[config.mk]
export PLATFORM = sky130hd
export DESIGN_NAME = ndata_stream_top
export DESIGN_NICKNAME = d
export VERILOG_FILES = /design/src/rtl/ndata_pkg.sv /design/src/rtl/ndata_stream_top.sv /design/src/rtl/ndata_width_converter.sv /design/src/rtl/ndata_elem_filter.sv /design/src/rtl/ndata_reg_slice.sv
export VERILOG_INCLUDE_DIRS = /design/src /design/src/rtl
export SDC_FILE = /design/constraint.sdc
export NUM_CORES = 1
export LEC_CHECK = 0
export BUFFER_PORTS_ARGS = -buffer_cell sky130_fd_sc_hd__buf_2
export CAP_MARGIN = 25
export CORE_ASPECT_RATIO = 0.75
export CORE_MARGIN = 5
export CORE_UTILIZATION = 63
export DETAILED_ROUTE_END_ITERATION = 8
export PLACE_DENSITY = 0.9
export RECOVER_POWER = 50
export SYNTH_ARGS = -nofsm -noshare
export SYNTH_HDL_FRONTEND = slang
export SYNTH_HIERARCHICAL = 1
export SYNTH_SLANG_ARGS = --single-unit
[constraint.sdc]
create_clock -name clk -period 68.7 [get_ports clk]
set_clock_uncertainty 0.1 [all_clocks]
set_input_delay 13.74 -clock clk [delete_from_list [all_inputs] [get_ports clk]]
set_output_delay 13.74 -clock clk [all_outputs]
set_load 0.02 [all_outputs]
[src/rtl/ndata_consts.svh]
`ifndef NDATA_CONSTS_SVH
`define NDATA_CONSTS_SVH

// Element width in bits
`define NDATA_ELEM_BITS 16

// Elements per input beat
`define NDATA_NARROW_ELEMS 8

// Elements per output beat, two narrow beats packed together
`define NDATA_WIDE_ELEMS 16

// Threshold used when nothing else drives min_value
`define NDATA_DEFAULT_MIN 16'd20

`endif
[src/rtl/ndata_pkg.sv]
package ndata_pkg;

`include "ndata_consts.svh"

    localparam int ELEM_BITS    = `NDATA_ELEM_BITS;
    localparam int NARROW_ELEMS = `NDATA_NARROW_ELEMS;
    localparam int WIDE_ELEMS   = `NDATA_WIDE_ELEMS;

    // One unsigned element
    typedef logic [ELEM_BITS-1:0] elem_t;

    // Input side beat, 137 bits
    typedef struct packed {
        elem_t [NARROW_ELEMS-1:0] data;
        logic  [NARROW_ELEMS-1:0] keep; // One bit per element
        logic                     last; // End of packet
    } narrow_beat_t;

    // Output side beat, 273 bits
    typedef struct packed {
        elem_t [WIDE_ELEMS-1:0] data;
        logic  [WIDE_ELEMS-1:0] keep;
        logic                   last;
    } wide_beat_t;

endpackage

[src/rtl/ndata_stream_top.sv]
`timescale 1ns/1ps

// Input slice, element filter, 8 to 16 width converter, output slice
module ndata_stream_top
    import ndata_pkg::*;
(
    input  logic         clk,
    input  logic         rst_n,

    input  elem_t        min_value,

    input  narrow_beat_t in_beat,
    input  logic         in_valid,
    output logic         in_ready,

    output wide_beat_t   out_beat,
    output logic         out_valid,
    input  logic         out_ready
);

    narrow_beat_t slice_beat;  // slice_in to filter
    logic         slice_valid;
    logic         slice_ready;

    narrow_beat_t filt_beat;   // Filter to converter
    logic         filt_valid;
    logic         filt_ready;

    wide_beat_t   conv_beat;   // Converter to slice_out
    logic         conv_valid;
    logic         conv_ready;

    ndata_reg_slice #(
        .payload_t (narrow_beat_t)
    ) slice_in (
        .clk         (clk),
        .rst_n       (rst_n),
        .in_payload  (in_beat),
        .in_valid    (in_valid),
        .in_ready    (in_ready),
        .out_payload (slice_beat),
        .out_valid   (slice_valid),
        .out_ready   (slice_ready)
    );

    ndata_elem_filter u_filter (
        .clk       (clk),
        .rst_n     (rst_n),
        .min_value (min_value),
        .in_beat   (slice_beat),
        .in_valid  (slice_valid),
        .in_ready  (slice_ready),
        .out_beat  (filt_beat),
        .out_valid (filt_valid),
        .out_ready (filt_ready)
    );

    ndata_width_converter #(
        .elem_t_p (elem_t)
    ) u_conv (
        .clk       (clk),
        .rst_n     (rst_n),
        .in_beat   (filt_beat),
        .in_valid  (filt_valid),
        .in_ready  (filt_ready),
        .out_beat  (conv_beat),
        .out_valid (conv_valid),
        .out_ready (conv_ready)
    );

    ndata_reg_slice #(
        .payload_t (wide_beat_t)
    ) slice_out (
        .clk         (clk),
        .rst_n       (rst_n),
        .in_payload  (conv_beat),
        .in_valid    (conv_valid),
        .in_ready    (conv_ready),
        .out_payload (out_beat),
        .out_valid   (out_valid),
        .out_ready   (out_ready)
    );

endmodule

[src/rtl/ndata_width_converter.sv]
`timescale 1ns/1ps

// Packs two narrow beats into one wide beat. The first beat of a pair fills
// elements 0..7, the second fills 8..15. A packet ending on a lower beat is
// flushed on its own with the upper keep bits cleared.
module ndata_width_converter
    import ndata_pkg::*;
#(
    parameter type elem_t_p = elem_t
) (
    input  logic         clk,
    input  logic         rst_n,

    input  narrow_beat_t in_beat,
    input  logic         in_valid,
    output logic         in_ready,

    output wide_beat_t   out_beat,
    output logic         out_valid,
    input  logic         out_ready
);

    // Only the 2:1 ratio is handled here
    if (WIDE_ELEMS != 2 * NARROW_ELEMS) begin : g_bad_ratio
        $error("ndata_width_converter: wide count must be twice the narrow count");
    end

    elem_t_p [WIDE_ELEMS-1:0] data_q;
    logic    [WIDE_ELEMS-1:0] keep_q;
    logic                     last_q;
    logic                     valid_q;
    logic                     is_upper_q; // Next beat goes to the upper half
    logic                     take;

    // Whole stage stalls with the downstream
    assign in_ready = out_ready;
    assign take     = in_valid & out_ready;

    always_ff @(posedge clk) begin
        if (!rst_n) begin
            is_upper_q <= 1'b0;
            valid_q    <= 1'b0;
        end else if (out_ready) begin
            // Emit on a completed pair or on a packet end
            valid_q <= in_valid & (is_upper_q | in_beat.last);

            if (in_valid) begin
                if (in_beat.last) begin
                    is_upper_q <= 1'b0; // Next packet restarts low
                end else begin
                    is_upper_q <= ~is_upper_q;
                end
            end
        end
    end

    always_ff @(posedge clk) begin
        if (take) begin
            if (!is_upper_q) begin
                data_q[NARROW_ELEMS-1:0] <= in_beat.data;
                keep_q <= {{NARROW_ELEMS{1'b0}}, in_beat.keep}; // Upper half empty
            end else begin
                data_q[WIDE_ELEMS-1:NARROW_ELEMS] <= in_beat.data;
                keep_q[WIDE_ELEMS-1:NARROW_ELEMS] <= in_beat.keep;
            end
            last_q <= in_beat.last; // Last beat of a pair decides
        end
    end

    assign out_beat.data = data_q;
    assign out_beat.keep = keep_q;
    assign out_beat.last = last_q;
    assign out_valid     = valid_q;

endmodule

[src/rtl/ndata_elem_filter.sv]
`timescale 1ns/1ps

// Single register stage that drops elements below a threshold by clearing
// their keep bits. Data values and last are passed through untouched.
module ndata_elem_filter
    import ndata_pkg::*;
(
    input  logic         clk,
    input  logic         rst_n,

    input  elem_t        min_value,

    input  narrow_beat_t in_beat,
    input  logic         in_valid,
    output logic         in_ready,

    output narrow_beat_t out_beat,
    output logic         out_valid,
    input  logic         out_ready
);

    narrow_beat_t filtered;
    narrow_beat_t beat_q;
    logic         valid_q;
    logic         accept;

    // Output register free, or emptied on this edge
    assign in_ready = ~valid_q | out_ready;
    assign accept   = in_valid & in_ready;

    // All elements compared in parallel
    always_comb begin
        filtered = in_beat;
        for (int i = 0; i < NARROW_ELEMS; i++) begin
            filtered.keep[i] = in_beat.keep[i] & (in_beat.data[i] >= min_value);
        end
    end

    always_ff @(posedge clk) begin
        if (!rst_n) begin
            valid_q <= 1'b0;
        end else if (accept) begin
            valid_q <= 1'b1;
        end else if (out_ready) begin
            valid_q <= 1'b0; // Taken with nothing behind it
        end
    end

    always_ff @(posedge clk) begin
        if (accept) begin
            beat_q <= filtered;
        end
    end

    assign out_beat  = beat_q;
    assign out_valid = valid_q;

endmodule

[src/rtl/ndata_reg_slice.sv]
`timescale 1ns/1ps

// Two-entry skid buffer. Upstream ready comes straight from a flop so the
// combinational ready path is cut, while full throughput is still possible.
module ndata_reg_slice
    import ndata_pkg::*;
#(
    parameter type payload_t = narrow_beat_t
) (
    input  logic     clk,
    input  logic     rst_n,

    input  payload_t in_payload,
    input  logic     in_valid,
    output logic     in_ready,

    output payload_t out_payload,
    output logic     out_valid,
    input  logic     out_ready
);

    payload_t main_q;       // Entry presented downstream
    payload_t skid_q;       // Second entry, filled only when main is stalled
    logic     main_valid_q;
    logic     skid_valid_q;
    logic     push;
    logic     pop;

    // Full only when the skid entry is occupied
    assign in_ready = ~skid_valid_q;

    assign push = in_valid & in_ready;
    assign pop  = main_valid_q & out_ready;

    always_ff @(posedge clk) begin
        if (!rst_n) begin
            main_valid_q <= 1'b0;
            skid_valid_q <= 1'b0;
        end else begin
            if (pop) begin
                // Refill main from skid or from the input
                main_valid_q <= skid_valid_q | push;
                skid_valid_q <= 1'b0;
            end else if (push) begin
                main_valid_q <= 1'b1;
                skid_valid_q <= main_valid_q; // Spill into skid if main is busy
            end
        end
    end

    always_ff @(posedge clk) begin
        if (pop && skid_valid_q) begin
            main_q <= skid_q; // Older entry moves up first
        end else if (push && (pop || !main_valid_q)) begin
            main_q <= in_payload;
        end

        if (push && main_valid_q && !pop) begin
            skid_q <= in_payload;
        end
    end

    assign out_payload = main_q;
    assign out_valid   = main_valid_q;

endmodule

==> results.json <==
{
  "grtUsageTotal_pct": 26.4,
  "grt_pass1_vias": 23300,
  "synth_ff_type": "edfxtp_1",
  "h-tree-depth": 3,
  "power.density_nw_per_um2": 29.3,
  "synthCells": 2093,
  "cts_setup_buffers": 0,
  "cts_root_buffer": "clkbuf_16",
  "placed_cell_area_um2": 49000,
  "totalWireLength_mm": 106,
  "critPathKind": "in -> reg",
  "timing.rr.start": "slice_out/skid_valid_q",
  "netlist_area_um2": 45900,
  "die_h_um": 244,
  "finalSetupViolCount": 0,
  "fin_crit_ps": 17740,
  "cts_sinks": 1237,
  "antenna_found_initial": 16,
  "max-cap-violations": 9,
  "grt_overflow": 0,
  "status": "finished, violations left",
  "cts.hold.buffers_added": 0,
  "clk_pin_slew_ps": 70,
  "rsz0062_at_grt": "no",
  "period_share_pct": 25.8,
  "nets": 2911,
  "start_util_pct": 63.7,
  "layout-drive-gt1-share_pct": 28.9,
  "vdd_drop_max_mv": 0.0249,
  "die_w_um": 322,
  "rrSetupSlack_ps": 61320,
  "wl_per_cell_um": 28.8,
  "synth_warnings": 6,
  "p_leak_nw": 18.0,
  "fp-row-count": 85,
  "synth_enable_flop_cells": 1230,
  "synth-seq-cells": 1237,
  "slew_violations": 450,
  "maxSlewHeadroom_pct": -196,
  "finalHoldViolCount": 0,
  "first_iter_violations": 3037,
  "syn2layout_area_growth_pct": 13.6,
  "arrival_ps": 17970,
  "grt_max_degree": 82,
  "required_ps": 68930,
  "ios": 432,
  "drc": 0,
  "dieArea_um2": 78400,
  "hpwl_mm": 65.2,
  "grt_pass1_wl_mm": 152,
  "hold_end": "slice_out/skid_q[75]",
  "start_kind": "primary input",
  "cts_resized": 0,
  "fin_area_um2": 52100,
  "violations": "capacitance limit, slew limit",
  "clk_latency_ps": 670,
  "power_w": 0.00153,
  "vias": 22400,
  "max_slew.worst_pin.slew_ps": 4450,
  "r2r_end": "u_conv/out_beat[43]",
  "ant_nets": 0,
  "cts_tree": "done",
  "core_um2": 72000,
  "seq_area_frac_synth_pct": 80.8,
  "drt-vias-per-instance": 6.08,
  "io_buffers": 431,
  "synth.distinct_cells": 39,
  "fmax_mhz": 56.4,
  "whs_ps": 340,
  "hp-class": "reg -> reg",
  "tns_ps": 0,
  "cp-end-kind": "flop",
  "hp-start": "u_conv/out_beat[75]",
  "cp_max_fo": 64,
  "hold_path_depth": 0,
  "synth_fp_nets": 2378,
  "first_pass_iters": 6,
  "cts-buffers-inserted": 108,
  "utilization_pct": 72.4,
  "reg2reg_depth": 6,
  "gp_congestion": 0.849,
  "synth.avg_cell_area_um2": 21.9,
  "fillCellCount": 3972,
  "clk_path_buf_depth": 3,
  "synth-async-reset-ratio_pct": 0
}
## per-stage QoR
stage | instances | setup slack (ps)
finish | 3681 | 50960
global route | 3677 | 50800
CTS | 3662 | 52330
detailed placement | 3464 | 51660
global placement | 3459 | 51820
floorplan | 2093 | 33840
## cell type report
cell class	instances	area, µm²	share of cell area (%)
flip-flops and latches	1237	37100	71.1
multi-input cells	773	7610	14.6
clock buffers	130	2890	5.54
repair buffers	471	2480	4.76
well taps	957	1200	2.30
clock inverters	68	708	1.36
inverters	35	131	0.252
diodes	10	25.0	0.0480
## worst max path at each step
stage	cells past startpoint	to	from
after floorplan	1	slice_out/skid_q[0]	out_ready
after global placement	5	slice_out/out_payload[124]	out_ready
after detailed placement	5	slice_out/out_payload[62]	out_ready
after CTS	5	slice_out/out_payload[128]	out_ready
after global routing	6	slice_out/skid_q[122]	out_ready
final	6	slice_out/skid_q[255]	out_ready
## kinds of logic after synthesis
family | count (synthesis) | synth area share (%)
multiplexers | 410 | 11.1
AND/OR/NAND/NOR | 124 | 1.48
AO/OA/AOI/OAI | 111 | 1.48
adder cells (fa/ha/maj) | 128 | 3.49
flip-flops | 1237 | 80.8
buffers and inverters | 83 | 1.63
## cells in the mapped netlist (7+ instances only)
library cell,instances,area share [%]
dfxtp_1,7,0.31
or4_1,7,0.11
nand2b_1,10,0.14
nand2_1,34,0.28
inv_1,35,0.29
nor2_1,16,0.13
buf_12,10,0.44
o21ai_0,23,0.25
mux2_4,130,4.3
ha_1,128,3.5
buf_6,35,0.86
mux2_2,280,6.9
edfxtp_1,1230,80
a22oi_1,9,0.15
nand3_1,12,0.13
nand4_1,12,0.16
a21oi_1,45,0.49
and2_1,11,0.15
## critical path, cell delays in order
cell and delay [ps]:
clkbuf_1 140, nor3b_1 290, clkbuf_1 1870, buf_4 940, buf_4 530, buf_16 310
## routing by layer
layer	up-vias	wire length (µm)	track usage [%]
li1	9432	-	-
met1	11400	38500	33.9
met2	1356	52100	43.1
met3	247	11100	8.00
met4	6	4280	10.3
met5	-	34	0
## power breakdown
part           total (W)  switching, W  internal (W)
combinational  0.0000538     0.0000358     0.0000180
clock           0.000618      0.000266      0.000352
sequential      0.000856    0.00000963      0.000846
## state kept, by name (all words and copies together) (netlist names), 16 cells and up
name and flops:
slice_in/out_payload 137, slice_in/skid_q 137, slice_out/out_payload 273, slice_out/skid_q 273, u_filter/out_beat 137, u_conv/out_beat 256, u_conv/keep_q 16
## cells in the final DEF (no fill, tap or decap), types with 6 or more instances in the layout
cell	instances
mux2_1	131
clkbuf_1	154
a21oi_1	45
o21ai_0	23
nand2b_1	10
clkinv_1	17
and2_0	9
dfxtp_1	7
bufinv_16	14
a22oi_1	7
nand4_1	12
nand3_1	12
nor3_1	6
inv_1	35
ha_1	128
buf_4	16
edfxtp_1	1230
clkbuf_16	111
nor2_1	16
mux2_2	279
clkinv_2	24
or4_1	7
clkinvlp_4	8
buf_2	302
diode_2	10
nand2_1	34
buf_16	8
(Power assumes the default switching activity.)
